[src/logic/nocPkg.sv]
package nocPkg;

  // ########################################
  // Ports and widths
  // ########################################
  localparam int numPorts = 5;

  // Base priority order
  localparam int portL = 0;
  localparam int portN = 1;
  localparam int portE = 2;
  localparam int portW = 3;
  localparam int portS = 4;

  localparam int idWidth = 3;
  localparam int lenWidth = 12;
  localparam int payloadWidth = 16;
  localparam int fifoDepth = 4;

  // Flit kinds, one-hot
  localparam logic [idWidth-1:0] flitHead = 3'b001;
  localparam logic [idWidth-1:0] flitBody = 3'b010;
  localparam logic [idWidth-1:0] flitTail = 3'b100;

  typedef logic [numPorts-1:0] portMask;

  // ########################################
  // Flit formats
  // ########################################
  typedef struct packed {
    logic [idWidth-1:0]      kind;
    logic [lenWidth-1:0]     length;  // Grant timeout in cycles
    logic [payloadWidth-1:0] dest;
  } headerFlit;

  typedef struct packed {
    logic [idWidth-1:0]      kind;
    logic [lenWidth-1:0]     spare;
    logic [payloadWidth-1:0] payload;
  } bodyFlit;

  // Same word, read by its kind field
  typedef union packed {
    headerFlit hdr;
    bodyFlit   body;
  } flitWord;

  // Arbiter states, one-hot
  typedef enum logic [5:0] {
    idle   = 6'b000001,
    grantL = 6'(2 << portL),
    grantN = 6'(2 << portN),
    grantE = 6'(2 << portE),
    grantW = 6'(2 << portW),
    grantS = 6'(2 << portS)
  } arbState;

  // Output link word
  typedef struct packed {
    logic [2:0] srcPort;
    flitWord    flit;
  } linkWord;

endpackage
[src/logic/routerOutputPort.sv]
`timescale 1ns/1ps

module routerOutputPort (
  input  logic            clk,
  input  logic            rst,
  input  nocPkg::portMask inCyc,
  input  nocPkg::portMask inStb,
  output nocPkg::portMask inAck,
  input  nocPkg::flitWord inDat [nocPkg::numPorts],
  output logic            outCyc,
  output logic            outStb,
  output nocPkg::linkWord outDat,
  input  logic            outAck,
  output nocPkg::portMask grant
);

  nocPkg::flitWord heads [nocPkg::numPorts];
  nocPkg::portMask notEmpty;
  nocPkg::portMask pop;

  // ########################################
  // Input buffers
  // ########################################
  for (genvar i = 0; i < nocPkg::numPorts; i++)
  begin : genInput
    flitFifo flitFifo_inst (
      .clk      (clk),
      .rst      (rst),
      .inCyc    (inCyc[i]),
      .inStb    (inStb[i]),
      .inDat    (inDat[i]),
      .inAck    (inAck[i]),
      .pop      (pop[i]),
      .head     (heads[i]),
      .notEmpty (notEmpty[i])
    );
  end

  portArbiter portArbiter_inst (
    .clk   (clk),
    .rst   (rst),
    .req   (notEmpty),  // Any buffered flit asks for the link
    .heads (heads),
    .grant (grant)
  );

  outputLink outputLink_inst (
    .clk      (clk),
    .rst      (rst),
    .grant    (grant),
    .heads    (heads),
    .notEmpty (notEmpty),
    .pop      (pop),
    .outCyc   (outCyc),
    .outStb   (outStb),
    .outDat   (outDat),
    .outAck   (outAck)
  );

endmodule

[src/logic/outputLink.sv]
`timescale 1ns/1ps

module outputLink (
  input  logic            clk,
  input  logic            rst,
  input  nocPkg::portMask grant,
  input  nocPkg::flitWord heads [nocPkg::numPorts],
  input  nocPkg::portMask notEmpty,
  output nocPkg::portMask pop,
  output logic            outCyc,
  output logic            outStb,
  output nocPkg::linkWord outDat,
  input  logic            outAck
);

  nocPkg::flitWord selHead;
  logic [2:0] selPort;
  logic selValid;
  logic load;

  // Granted head, grant is one-hot
  always_comb
  begin
    selHead = '0;
    selPort = '0;
    for (int i = 0; i < nocPkg::numPorts; i++)
    begin
      if (grant[i])
      begin
        selHead = heads[i];
        selPort = 3'(i);
      end
    end
  end

  assign selValid = |(grant & notEmpty);
  assign load = selValid && (!outStb || outAck);  // Empty or being acked
  assign pop = load ? (grant & notEmpty) : '0;
  assign outCyc = outStb;

  // ########################################
  // Wishbone master holding register
  // ########################################
  always_ff @(posedge clk)
  begin
    if (load)
    begin
      outDat.srcPort <= selPort;
      outDat.flit <= selHead;
    end
  end

  always_ff @(posedge clk)
  begin
    if (rst)
      outStb <= 1'b0;
    else if (load)
      outStb <= 1'b1;
    else if (outAck)
      outStb <= 1'b0;  // Nothing new to send
  end

endmodule

[src/logic/portArbiter.sv]
`timescale 1ns/1ps

module portArbiter (
  input  logic            clk,
  input  logic            rst,
  input  nocPkg::portMask req,
  input  nocPkg::flitWord heads [nocPkg::numPorts],
  output nocPkg::portMask grant
);

  nocPkg::arbState state;
  nocPkg::arbState nextState;
  nocPkg::portMask run;
  nocPkg::portMask timesUp;

  // First requester in span ports from start, wrapping around
  function automatic nocPkg::arbState firstReq(
    input nocPkg::portMask r,
    input int start,
    input int span
  );
    int idx;
    logic found;
    found = 1'b0;
    firstReq = nocPkg::idle;
    for (int k = 0; k < span; k++)
    begin
      idx = (start + k) % nocPkg::numPorts;
      if (!found && r[idx])
      begin
        firstReq = nocPkg::arbState'(6'b000010 << idx);
        found = 1'b1;
      end
    end
  endfunction

  // ########################################
  // Per-port timeout
  // ########################################
  for (genvar i = 0; i < nocPkg::numPorts; i++)
  begin : genTimer
    grantTimer grantTimer_inst (
      .clk       (clk),
      .rst       (rst),
      .head      (heads[i]),
      .headValid (req[i]),
      .run       (run[i]),
      .timesUp   (timesUp[i])
    );
  end

  // ########################################
  // Grant FSM
  // ########################################
  always_ff @(posedge clk)
  begin
    if (rst)
      state <= nocPkg::idle;
    else
      state <= nextState;
  end

  assign grant = state[nocPkg::numPorts:1];  // Zero in idle

  always_comb
  begin
    int cur;
    cur = 0;
    for (int i = 0; i < nocPkg::numPorts; i++)
    begin
      if (grant[i])
        cur = i;
    end
    run = '0;
    nextState = state;
    if (state == nocPkg::idle)
      nextState = firstReq(req, nocPkg::portL, nocPkg::numPorts);
    else if (req[cur] && !timesUp[cur])
    begin
      run[cur] = 1'b1;  // Hold and keep counting
      nextState = state;
    end
    else
    begin
      // Rotate past the current holder, idle if nobody asks
      nextState = firstReq(req, cur + 1, nocPkg::numPorts - 1);
    end
  end

endmodule

[src/logic/grantTimer.sv]
`timescale 1ns/1ps

module grantTimer (
  input  logic            clk,
  input  logic            rst,
  input  nocPkg::flitWord head,
  input  logic            headValid,
  input  logic            run,
  output logic            timesUp
);

  logic [nocPkg::lenWidth-1:0] limit;
  logic [nocPkg::lenWidth-1:0] count;

  always_ff @(posedge clk)
  begin
    if (rst)
    begin
      limit <= '0;
      count <= '0;
    end
    else
    begin
      // Latest header at the FIFO head sets the limit
      if (headValid && head.hdr.kind == nocPkg::flitHead)
        limit <= head.hdr.length;
      if (run)
        count <= count + 1'b1;
      else
        count <= '0;
    end
  end

  assign timesUp = (count >= limit);  // Also covers a shorter new limit

endmodule

[src/logic/flitFifo.sv]
`timescale 1ns/1ps

module flitFifo (
  input  logic            clk,
  input  logic            rst,
  input  logic            inCyc,
  input  logic            inStb,
  input  nocPkg::flitWord inDat,
  output logic            inAck,
  input  logic            pop,
  output nocPkg::flitWord head,
  output logic            notEmpty
);

  nocPkg::flitWord mem [nocPkg::fifoDepth];

  logic [$clog2(nocPkg::fifoDepth)-1:0]   wrPtr;
  logic [$clog2(nocPkg::fifoDepth)-1:0]   rdPtr;
  logic [$clog2(nocPkg::fifoDepth+1)-1:0] count;
  logic full;
  logic push;
  logic doPop;

  assign full = (count == nocPkg::fifoDepth);
  assign push = inCyc && inStb && !full && !inAck;  // Slave accepts once per strobe
  assign doPop = pop && notEmpty;
  assign notEmpty = (count != 0);
  assign head = mem[rdPtr];

  always_ff @(posedge clk)
  begin
    if (push)
      mem[wrPtr] <= inDat;
  end

  // ########################################
  // Pointers, count and ack
  // ########################################
  always_ff @(posedge clk)
  begin
    if (rst)
    begin
      wrPtr <= '0;
      rdPtr <= '0;
      count <= '0;
      inAck <= 1'b0;
    end
    else
    begin
      inAck <= push;  // One cycle wide
      if (push)
        wrPtr <= wrPtr + 1'b1;
      if (doPop)
        rdPtr <= rdPtr + 1'b1;
      case ({push, doPop})
        2'b10:   count <= count + 1'b1;
        2'b01:   count <= count - 1'b1;
        default: count <= count;
      endcase
    end
  end

endmodule

[config.mk]
export PLATFORM = sky130hd
export DESIGN_NAME = routerOutputPort
export DESIGN_NICKNAME = d
export VERILOG_FILES = /design/src/logic/nocPkg.sv /design/src/logic/routerOutputPort.sv /design/src/logic/outputLink.sv /design/src/logic/portArbiter.sv /design/src/logic/grantTimer.sv /design/src/logic/flitFifo.sv
export SDC_FILE = /design/constraint.sdc
export NUM_CORES = 1
export LEC_CHECK = 0
export BUFFER_PORTS_ARGS = -buffer_cell sky130_fd_sc_hd__buf_2
export CAP_MARGIN = 20
export CORE_MARGIN = 2
export CORE_UTILIZATION = 39
export CTS_CLUSTER_DIAMETER = 200
export CTS_CLUSTER_SIZE = 25
export DETAILED_ROUTE_END_ITERATION = 8
export HOLD_SLACK_MARGIN = 0.1
export PLACE_DENSITY = 0.61
export SLEW_MARGIN = 20
export SYNTH_ARGS = -nofsm -noshare
export SYNTH_HDL_FRONTEND = slang
export SYNTH_HIERARCHICAL = 1
export SYNTH_SLANG_ARGS = --single-unit
[constraint.sdc]
create_clock -name clk -period 4.6 [get_ports clk]
set_clock_uncertainty 0.2 [all_clocks]
set_input_delay 0.46 -clock clk [delete_from_list [all_inputs] [get_ports clk]]
set_output_delay 0.46 -clock clk [all_outputs]
set_load 0.01 [all_outputs]
* Word-level counts from Yosys, hierarchy flattened
Memories as Yosys holds them, arrays and structs flattened. A register that Yosys moved wholly into a read port is not among the register bits.
Index checks and enable logic that the tools add are counted.
** Storage, ports and cells
- Register bits :: 201
- Memories :: 5
- Memory bits (writable) :: 620
** Cells by class
- Bitwise operators :: 6
- Shift-type cells :: 4
- Divide/modulo/power cells :: 4
- Multiplexer cells :: 90
- Equal/unequal tests :: 22
- $add $sub $neg :: 29
- Reduce and logical (&&, ||, !) cells :: 72
- Order comparisons :: 11
** Memory list
- genInput[0].flitFifo_inst.mem :: depth 4, bits a word 31, read ports 1, clocked after Yosys merged registers in 1, wr ports 1, line flitFifo.sv:15 : nocPkg::flitWord mem [nocPkg::fifoDepth];
- genInput[1].flitFifo_inst.mem :: depth 4, bits a word 31, read ports 1, clocked after Yosys merged registers in 1, wr ports 1, line flitFifo.sv:15
- genInput[2].flitFifo_inst.mem :: depth 4, bits a word 31, read ports 1, clocked after Yosys merged registers in 1, wr ports 1, line flitFifo.sv:15
- genInput[3].flitFifo_inst.mem :: depth 4, bits a word 31, read ports 1, clocked after Yosys merged registers in 1, wr ports 1, line flitFifo.sv:15
- genInput[4].flitFifo_inst.mem :: depth 4, bits a word 31, read ports 1, clocked after Yosys merged registers in 1, wr ports 1, line flitFifo.sv:15
** Operators by type and width (count)
- $lt A32 B5 Y1 const B :: 5
- $mux W31 :: 5
- $mod A32 B4 Y32 const B :: 4
- $shl A2 B32 Y6 const A :: 4
- $add A32 B2 Y32 const B :: 2
- $add A32 B3 Y32 const B :: 2
- $mux W32 :: 2
- $add A12 B1 Y12 const B :: 5
- $ge A12 B12 Y1 :: 5
- $mux W1 :: 44
- $mux W6 :: 7
- $logic_and A1 B1 Y1 :: 35
- $ge A32 B1 Y1 const B :: 1
- $pmux W3 S2 :: 5
- $mux W2 :: 14
- $add A2 B1 Y2 const B :: 10
- $mux W5 :: 4
- $logic_not A1 Y1 :: 19
- $bmux W1 S3 :: 6
- $add A3 B1 Y3 const B :: 5
- $eq A3 B1 Y1 const B :: 5
- $eq A3 B3 Y1 const B :: 5
- $reduce_bool A3 Y1 :: 5
- $sub A3 B1 Y3 const B :: 5
- 13 further kinds :: 34

* Logic depth before layout (Yosys ltp)
Gate-level depths: netlist of run 1.
- Depth after elaboration :: 27
- Depth in mapped cells :: 16

* Modules after synthesis
The synthesis of run 1 kept the hierarchy.
** By module, submodules not included
- flitFifo :: times used 5, cells an instance 214, seq. area each 3923.8 µm², area an instance 4973.5 µm²
- grantTimer :: times used 5, cells an instance 148, seq. area each 480.5 µm², area an instance 1224.9 µm²
- outputLink :: times used 1, cells an instance 269, seq. area each 1041.0 µm², area an instance 2731.4 µm²
- portArbiter :: times used 1, cells an instance 198, seq. area each 120.1 µm², area an instance 1412.6 µm²

* Worst setup path after synthesis of run 1
Ideal clock, no wire load.
- Kind :: reg-to-reg
- Start :: register portArbiter_inst.state[3]
- End :: register portArbiter_inst.state[1]
- Clock period less this slack :: 3.459 ns
- Arrival time :: 3.139 ns
- Setup time :: 0.120 ns
- Path buffers :: 2
- Cell stages (with the launch flop) :: 15
- Path slack :: 1.141 ns
- Cell sequence :: dfxtp_1 > buf_4 > nor2_1 > nor2_1 > ha_1 > clkbuf_1 > xor2_1 > ha_1 > nor4_2 > mux2i_1 > or4_1 > o211ai_2 > a211oi_2 > nor4b_2 > o31a_1
** On the way
- Longest elaborated chain between the ends :: 26
- Elaborated cells on any way between the ends :: 58
- Classes of those cells :: 4 x add/sub; 4 x div; 2 x eq/ne; 4 x shift; 36 x mux; 8 x reduce/logical
** Ends and longest elaborated chain
- from (decl) :: line portArbiter.sv:11 : nocPkg::arbState state;
- from (signal assigned) :: line portArbiter.sv:58 : state <= nocPkg::idle;
- from (signal assigned) :: line portArbiter.sv:60 : state <= nextState;
- parallel branches: the longest is 26 deep, another holds $add A32 B2 Y32
Parallel ways; which one is timed is not known. The select of a mux whose other input is x is not followed.
A chain may end at the register's enable or synchronous reset.

* Worst setup path after layout of run 1
- Start :: register portArbiter_inst.state[3]
- End :: register portArbiter_inst.state[2]
Same word-level chain as after synthesis.

==> results.cfg, run 1 <==
[synth]
synth-warning-count = 6
synth_async_sr_flop_share_pct = 0
synthCells = 2277
distinct_cells_synth = 85
synth.area.mux_share_pct = 10.4
post_synth.cell_area_avg_sq_um = 15.4
yosys.area_share.xor_xnor_pct = 1.42
synth-adder-area-share_pct = 3.85
syn_nets = 2550
post-synth-top-area-fraction_pct = 55.9
largest_family_of_logic_cells_by_synthesized_area = multiplexers
dominantRegCellSynth = sky130_fd_sc_hd__edfxtp_1
share_of_synthesized_cell_area_in_and_or_nand_and_nor_gates_pct = 8.20
synthTopCellsByArea = sky130_fd_sc_hd__edfxtp_1, sky130_fd_sc_hd__dfxtp_1, sky130_fd_sc_hd__mux4_2, sky130_fd_sc_hd__ha_1, sky130_fd_sc_hd__nand2_1
synth-seq-area-share_pct = 66.0
area_fraction_in_compound_gates_after_synthesis_pct = 6.93
yosys_register_bits = 831
synth-edff-count = 654
netlist_area_sq_um = 35100
synth.largest_area_cell = sky130_fd_sc_hd__edfxtp_1

[floorplanning]
die-area_sq_um = 92500
top_level_port_count = 214
placement_rows = 110
die_width_um = 304
fp.coreArea_sq_um = 89600
start_util_pct = 39.2
die_h_um = 304

[critical_path]
criticalPathCategory = reg2reg
critical_path.max_fanout = 23
rrSetupSlack_ns = 0.57
critPathArrivalTime_ns = 4.36
rr_endpoint = portArbiter_inst/state[2]
regToRegStartpoint = portArbiter_inst/state[3]
setup.worst_path.end_class = flop
cp.required_ns = 4.92
r2r.worst_path.cells = 12
critical_path.startpoint_type = flop

[min_path]
worst_hold_startpoint = rst
min_delay_path_depth = 2
holdCritPathClass = in2reg

[sta]
finalSetupTns_ns = 0
layout_worst_path_cycle_share_pct = 87.7
final_period_minus_worst_setup_slack_ns = 4.03
timing.final.setup_violations = 0
timing_hold_violations_final = 0
timing_max_transition_violations_final = 0
fmax_mhz = 248
rsz_0062_raised_after_global_routing = false
max_slew_margin_pct = 37.2
worst_slew_pin_slew_ns = 0.942

[route]
dr.first_iter.drc_count = 1383
drt-wirelength-per-cell_um = 22.1
post_drt_via_cell_ratio = 5.26
drt_drc_violations_left = 0
routed-via-count = 20300
detail_route.wirelength_mm = 85.2
first_pass_iters = 5
antenna_left = 0

[global_routing]
first_global_vias = 20700
antenna_found_initial = 15
groute.usage.overall_pct = 18.2
largest_net_degree_at_the_start_of_global_routing = 61
grt-ovfl-total = 0
grt_pass1_wl_mm = 129

[final_layout]
fillCellCount = 7900
drive_above_1_share_pct = 20.7
postLayoutCoreUtil_pct = 45.0
synthToLayoutAreaGrowth_pct = 14.7
nNetsFinal = 2909

[clocking]
cts_tree = built
cts_num_sinks = 831
clock_path_buffers = 3
depth_of_the_cts_h_tree = 2
clock_tree.root_cell = sky130_fd_sc_hd__clkbuf_16
post_cts_resized = 0
cts_made_buffers = 39
clock_pin_slew_of_the_registers_on_the_worst_case_setup_and_hold_paths_ns = 0.12
cts_setup_buffers = 0
clk_latency_ns = 0.62

[power]
pwr_density_cell_nw_per_um2 = 384
worst_ir_drop_on_vdd_uv = 314
cellLeakagePower_nw = 13.3

[place]
port_buffers = 213
estimated_wirelength_of_the_detail_placed_design_mm = 59.6
gpl.final_weighted_congestion = 0.852

[outcome]
status = finished clean

[job]
drv.max_cap_violation_count = 0
[cell families after synthesis]
| family | count (synthesis) |
|---|---|
| AND/OR/NAND/NOR | 542 |
| flip-flops | 831 |
| buffers and inverters | 253 |
| XOR/XNOR | 57 |
| adder cells (fa/ha/maj) | 105 |
| multiplexers | 169 |
| other | 1 |
| AO/OA/AOI/OAI | 319 |
[state kept, by name (all words and copies together), names as in the netlist, named ones only]
register and cells:
portArbiter_inst/genTimer.grantTimer_inst/count 60, genInput.flitFifo_inst/count 15, genInput.flitFifo_inst/inAck 5, outputLink_inst/outCyc 1, outputLink_inst/outDat 34, genInput.flitFifo_inst/wrPtr 10
portArbiter_inst/state 6, portArbiter_inst/genTimer.grantTimer_inst/limit 60, genInput.flitFifo_inst/mem 620, genInput.flitFifo_inst/rdPtr 10
[worst max-delay path by stage]
stage / to / cells past startpoint / start / slack [ns]
after floorplan: portArbiter_inst/state[1] / 14 / portArbiter_inst/state[3] / 1.14
after CTS: portArbiter_inst/state[3] / 12 / portArbiter_inst/state[3] / 0.63
after global routing: portArbiter_inst/state[2] / 12 / portArbiter_inst/state[3] / 0.25
after detailed placement: portArbiter_inst/state[3] / 12 / portArbiter_inst/state[3] / 0.67
final: portArbiter_inst/state[2] / 12 / portArbiter_inst/state[3] / 0.57
after global placement: portArbiter_inst/state[3] / 12 / portArbiter_inst/state[3] / 0.74
[critical path, cell delays in order (launching register included)]
cell and delay, ns:
sky130_fd_sc_hd__dfxtp_2 0.63, sky130_fd_sc_hd__nor2_1 0.20, sky130_fd_sc_hd__nor2_1 0.41, sky130_fd_sc_hd__ha_1 0.45
sky130_fd_sc_hd__xor2_1 0.12, sky130_fd_sc_hd__ha_1 0.36, sky130_fd_sc_hd__nor4_2 0.25, sky130_fd_sc_hd__mux2i_1 0.21
sky130_fd_sc_hd__or4_1 0.14, sky130_fd_sc_hd__o211ai_2 0.11, sky130_fd_sc_hd__a211oi_2 0.40, sky130_fd_sc_hd__nand4_1 0.17
sky130_fd_sc_hd__a221oi_2 0.28
[metal layers]
layer	vias to the layer above	share of wire [%]	global-route usage [%]
li1	9342	-	-
met1	10300	43	24.2
met2	473	49	31.0
met3	111	4.6	2.60
met4	12	3.3	5.73
met5	-	0.081	0
[timing repair]
item,4_1_cts,5_1_grt
endpoints found under the setup margin,0,0
hold buffers,161,0
endpoints found under the hold margin,626,0
[synth_stat cells, types with 4 or more instances]
cell type                   number
sky130_fd_sc_hd__o21ai_0        40
sky130_fd_sc_hd__nand3_2         5
sky130_fd_sc_hd__a211oi_1       17
sky130_fd_sc_hd__inv_1         142
sky130_fd_sc_hd__mux2_4          5
sky130_fd_sc_hd__fa_1            5
sky130_fd_sc_hd__nor2_1        124
sky130_fd_sc_hd__mux2i_1         9
sky130_fd_sc_hd__dfxtp_1       177
sky130_fd_sc_hd__nand4_4         5
sky130_fd_sc_hd__buf_1          16
sky130_fd_sc_hd__a21o_1         11
sky130_fd_sc_hd__nor2b_1        14
sky130_fd_sc_hd__nor3_1         21
sky130_fd_sc_hd__a311oi_4        5
sky130_fd_sc_hd__o311ai_0        5
sky130_fd_sc_hd__ha_1          100
sky130_fd_sc_hd__o31a_1          7
sky130_fd_sc_hd__a22oi_1         4
sky130_fd_sc_hd__xor2_1         26
sky130_fd_sc_hd__a211oi_2        4
sky130_fd_sc_hd__inv_2           6
sky130_fd_sc_hd__and4bb_2        5
sky130_fd_sc_hd__a2bb2oi_2      30
sky130_fd_sc_hd__xnor2_1        31
sky130_fd_sc_hd__or3_1          27
sky130_fd_sc_hd__clkbuf_1       34
sky130_fd_sc_hd__a21oi_1       134
sky130_fd_sc_hd__nand2b_1       20
sky130_fd_sc_hd__buf_6           6
sky130_fd_sc_hd__nor4_4          5
sky130_fd_sc_hd__nand4bb_1       5
sky130_fd_sc_hd__buf_2          23
sky130_fd_sc_hd__nand3b_1       32
sky130_fd_sc_hd__a221o_1        31
sky130_fd_sc_hd__edfxtp_1      654
sky130_fd_sc_hd__and3_1          8
sky130_fd_sc_hd__buf_4          22
sky130_fd_sc_hd__nand3_1        23
sky130_fd_sc_hd__mux4_2        155
sky130_fd_sc_hd__and2_1         24
sky130_fd_sc_hd__nand2_1       191
sky130_fd_sc_hd__nand4_1        15
[cell type report]
type | count | area, sq um | area share, %
sequential | 831 | 23200 | 57.6
multi-input combinational | 1193 | 10800 | 26.9
timing repair buffer | 422 | 3040 | 7.54
tap | 1176 | 1470 | 3.65
clock buffer | 69 | 1110 | 2.75
inverter | 149 | 559 | 1.39
clock inverter | 3 | 70.1 | 0.174
antenna | 10 | 25.0 | 0.0621
[metrics by stage]
stage          cells  hold slack, ns  total power, mW  setup slack (ns)  instance area, sq um
3_3_place_gp    3610           0.246             11.5             0.737                 37500
2_1_floorplan   2277           0.230             10.5              1.14                 35100
3_5_place_dp    3610           0.248             11.5             0.671                 37500
6_report        3853           0.133             15.5             0.567                 40300
5_1_grt         3848           0.140             16.0             0.253                 40300
4_1_cts         3843           0.111             15.6             0.635                 40300
[power breakdown]
part	switching (mW)	leakage (nW)	total [mW]	internal [mW]
clock	2.32	0.558	4.02	1.69
combinational	1.78	5.40	2.89	1.11
sequential	0.148	7.38	8.56	8.41
total	4.25	13.3	15.5	11.2
[cells in the final DEF (no fill, tap or decap), drive strengths merged, types with 20 or more instances in the layout]
| cell | instances |
|---|---|
| xor2 | 26 |
| a21oi | 134 |
| nor3 | 23 |
| nand3b | 32 |
| a221o | 31 |
| mux4 | 155 |
| dlygate4sd3 | 161 |
| xnor2 | 31 |
| dfxtp | 177 |
| nand2 | 191 |
| o21ai | 42 |
| a211oi | 21 |
| nor2 | 124 |
| buf | 261 |
| a2bb2oi | 31 |
| nand2b | 20 |
| clkbuf | 69 |
| and2 | 24 |
| ha | 100 |
| inv | 150 |
| nand4 | 20 |
| nand3 | 28 |
| edfxtp | 654 |
| or3 | 28 |
Note: power is estimated with default switching activity, not from simulation.
==> inputs of run 2 (changes only) <==
--- a/config.mk
+++ b/config.mk
@@ -13,7 +13,7 @@
 export CTS_CLUSTER_SIZE = 25
 export DETAILED_ROUTE_END_ITERATION = 8
 export HOLD_SLACK_MARGIN = 0.1
-export PLACE_DENSITY = 0.61
+export PLACE_DENSITY = 0.55
 export SLEW_MARGIN = 20
 export SYNTH_ARGS = -nofsm -noshare
 export SYNTH_HDL_FRONTEND = slang
==> results.cfg, run 2 (synthesis gave the netlist of run 1 again) <==
[floorplanning]
fp.coreArea_sq_um = 89600
placement_rows = 110
die_width_um = 304
top_level_port_count = 214
die_h_um = 304
die-area_sq_um = 92500
start_util_pct = 39.2

[global_routing]
largest_net_degree_at_the_start_of_global_routing = 73
first_global_vias = 20700
antenna_found_initial = 16
groute.usage.overall_pct = 18.3
grt-ovfl-total = 0
grt_pass1_wl_mm = 129

[clocking]
cts_num_sinks = 831
clock_pin_slew_of_the_registers_on_the_worst_case_setup_and_hold_paths_ns = 0.13
depth_of_the_cts_h_tree = 2
cts_tree = built
post_cts_resized = 0
clock_tree.root_cell = sky130_fd_sc_hd__clkbuf_16
cts_setup_buffers = 0
clock_path_buffers = 3
cts_made_buffers = 39
clk_latency_ns = 0.62

[critical_path]
setup.worst_path.end_class = flop
worst_setup_path_endpoint = portArbiter_inst/state[2]
rrSetupSlack_ns = 0.61
timing.critical_path.slowest_stage_cell = sky130_fd_sc_hd__dfxtp_2
worst_path_largest_cell_delay_ns = 0.50
r2r.worst_path.cells = 12
crit_path_start = portArbiter_inst/state[3]
critPathArrivalTime_ns = 4.33
regToRegStartpoint = portArbiter_inst/state[3]
cp.required_ns = 4.93
criticalPathCategory = reg2reg
critical_path.startpoint_type = flop
rr_endpoint = portArbiter_inst/state[2]
critical_path.cell_chain = nor2_1 -> nor2_1 -> ha_1 -> xor2_1 -> ha_1 -> nor4_2 -> mux2i_1 -> or4_1 -> o211ai_2 -> a211oi_2 -> nand4_1 -> a221oi_2
critical_path.max_fanout = 11

[power]
cellLeakagePower_nw = 13.3
switching_share_pct = 27.6
power.net_switching_mw = 4.28
totalPowerFinal_mw = 15.5
p_clk_share_pct = 25.8
p_int_mw = 11.2
pwr_density_cell_nw_per_um2 = 385
worst_ir_drop_on_vdd_uv = 245
seq_power_share_pct = 55.1
share_comb_of_total_power_pct = 19.0

[sta]
hold-worst-slack_ns = 0.153
fmax_mhz = 251
timing.final.setup_violations = 0
timing_max_transition_violations_final = 0
timing_hold_violations_final = 0
final_period_minus_worst_setup_slack_ns = 3.99
rsz_0062_raised_after_global_routing = false
worst_slew_pin_slew_ns = 0.991
finalSetupTns_ns = 0
layout_worst_path_cycle_share_pct = 86.8
max_slew_margin_pct = 33.9

[final_layout]
layoutNonFillerInstCount = 3844
mostFrequentLayoutCell = sky130_fd_sc_hd__edfxtp_1
drive_above_1_share_pct = 20.6
commonest_cells_after_routing_fill_and_taps_aside = sky130_fd_sc_hd__edfxtp_1, sky130_fd_sc_hd__buf_2, sky130_fd_sc_hd__nand2_1
postLayoutCoreUtil_pct = 44.9
synthToLayoutAreaGrowth_pct = 14.6
biggestRegsByFlops = genInput.flitFifo_inst/mem: 620 flops, portArbiter_inst/genTimer.grantTimer_inst/count: 60 flops, portArbiter_inst/genTimer.grantTimer_inst/limit: 60 flops
top_register = genInput.flitFifo_inst/mem
max_ffs_per_register = 620
fillCellCount = 7874
nNetsFinal = 2907

[place]
port_buffers = 213
place.detailed.instances = 3608
estimated_wirelength_of_the_detail_placed_design_mm = 59.4
gpl.final_weighted_congestion = 0.827

[route]
antenna_left = 0
drt_drc_violations_left = 0
first_pass_iters = 5
dr.first_iter.drc_count = 1543
post_drt_via_cell_ratio = 5.26
drt-wirelength-per-cell_um = 22.1
detail_route.wirelength_mm = 85.1
routed-via-count = 20200

[min_path]
holdCritPathClass = in2reg

[job]
drv.max_cap_violation_count = 0

[outcome]
status = finished clean
run 2: worst min path at each step:
stage / start / to / slack (ns) / depth (start not counted)
after CTS: inStb[2] / genInput[2].flitFifo_inst/inAck / 0.13 / 4
after global placement: flop / flop / 0.25 / 2
after global routing: inStb[2] / genInput[2].flitFifo_inst/inAck / 0.15 / 4
after floorplan: flop / flop / 0.23 / 2
after detailed placement: flop / flop / 0.25 / 2
final: inStb[2] / genInput[2].flitFifo_inst/inAck / 0.15 / 4
run 2: area by class of cell:
type	count	area [sq um]	area share, %
Timing Repair Buffer	420	3040	7.54
Antenna cell	5	12.5	0.0311
Multi-Input combinational cell	1193	10800	26.9
Clock inverter	1	20.0	0.0497
Clock buffer	69	1130	2.81
Inverter	149	559	1.39
Tap cell	1176	1470	3.65
Sequential cell	831	23200	57.6
run 2: what timing repair did:
| action | in CTS | in global routing |
|---|---|---|
| setup endpoints to repair | 0 | 0 |
| hold endpoints to repair | 627 | 0 |
| hold buffers | 161 | 0 |
run 2: critical path, delay by kind of cell (launching register included):
kind | cells | cell delay (ns)
AOI/OAI and AO/OA | 3 | 0.88
xor gates and xnor gates | 1 | 0.12
adders and majority gates | 2 | 0.86
DFF | 1 | 0.50
muxes | 1 | 0.22
and+or+nand+nor | 5 | 1.10
run 2: routing by layer:
| metal | GRT usage, % | vias up | part of all wire [%] |
|---|---|---|---|
| li1 | - | 9321 | - |
| met1 | 24.4 | 10300 | 43 |
| met2 | 30.9 | 440 | 49 |
| met3 | 3.02 | 108 | 4.9 |
| met4 | 5.38 | 14 | 2.9 |
| met5 | 0 | - | 0.085 |
run 2: power by group through the flow:
stage | logic, mW | registers [mW] | clock network (mW)
after floorplan | 1.77 | 8.69 | 0
after global placement | 2.83 | 8.71 | 0
after detailed placement | 2.83 | 8.71 | 0
after CTS | 2.97 | 8.54 | 4.16
after global routing | 3.15 | 8.57 | 4.39
final | 2.95 | 8.54 | 4.01
run 2: through the flow:
step	setup WS [ns]	instance area, sq um
final	0.608	40300
after global routing	0.445	40300
after CTS	0.706	40300
after detailed placement	0.762	37500
after global placement	0.844	37500
after floorplan	1.14	35100
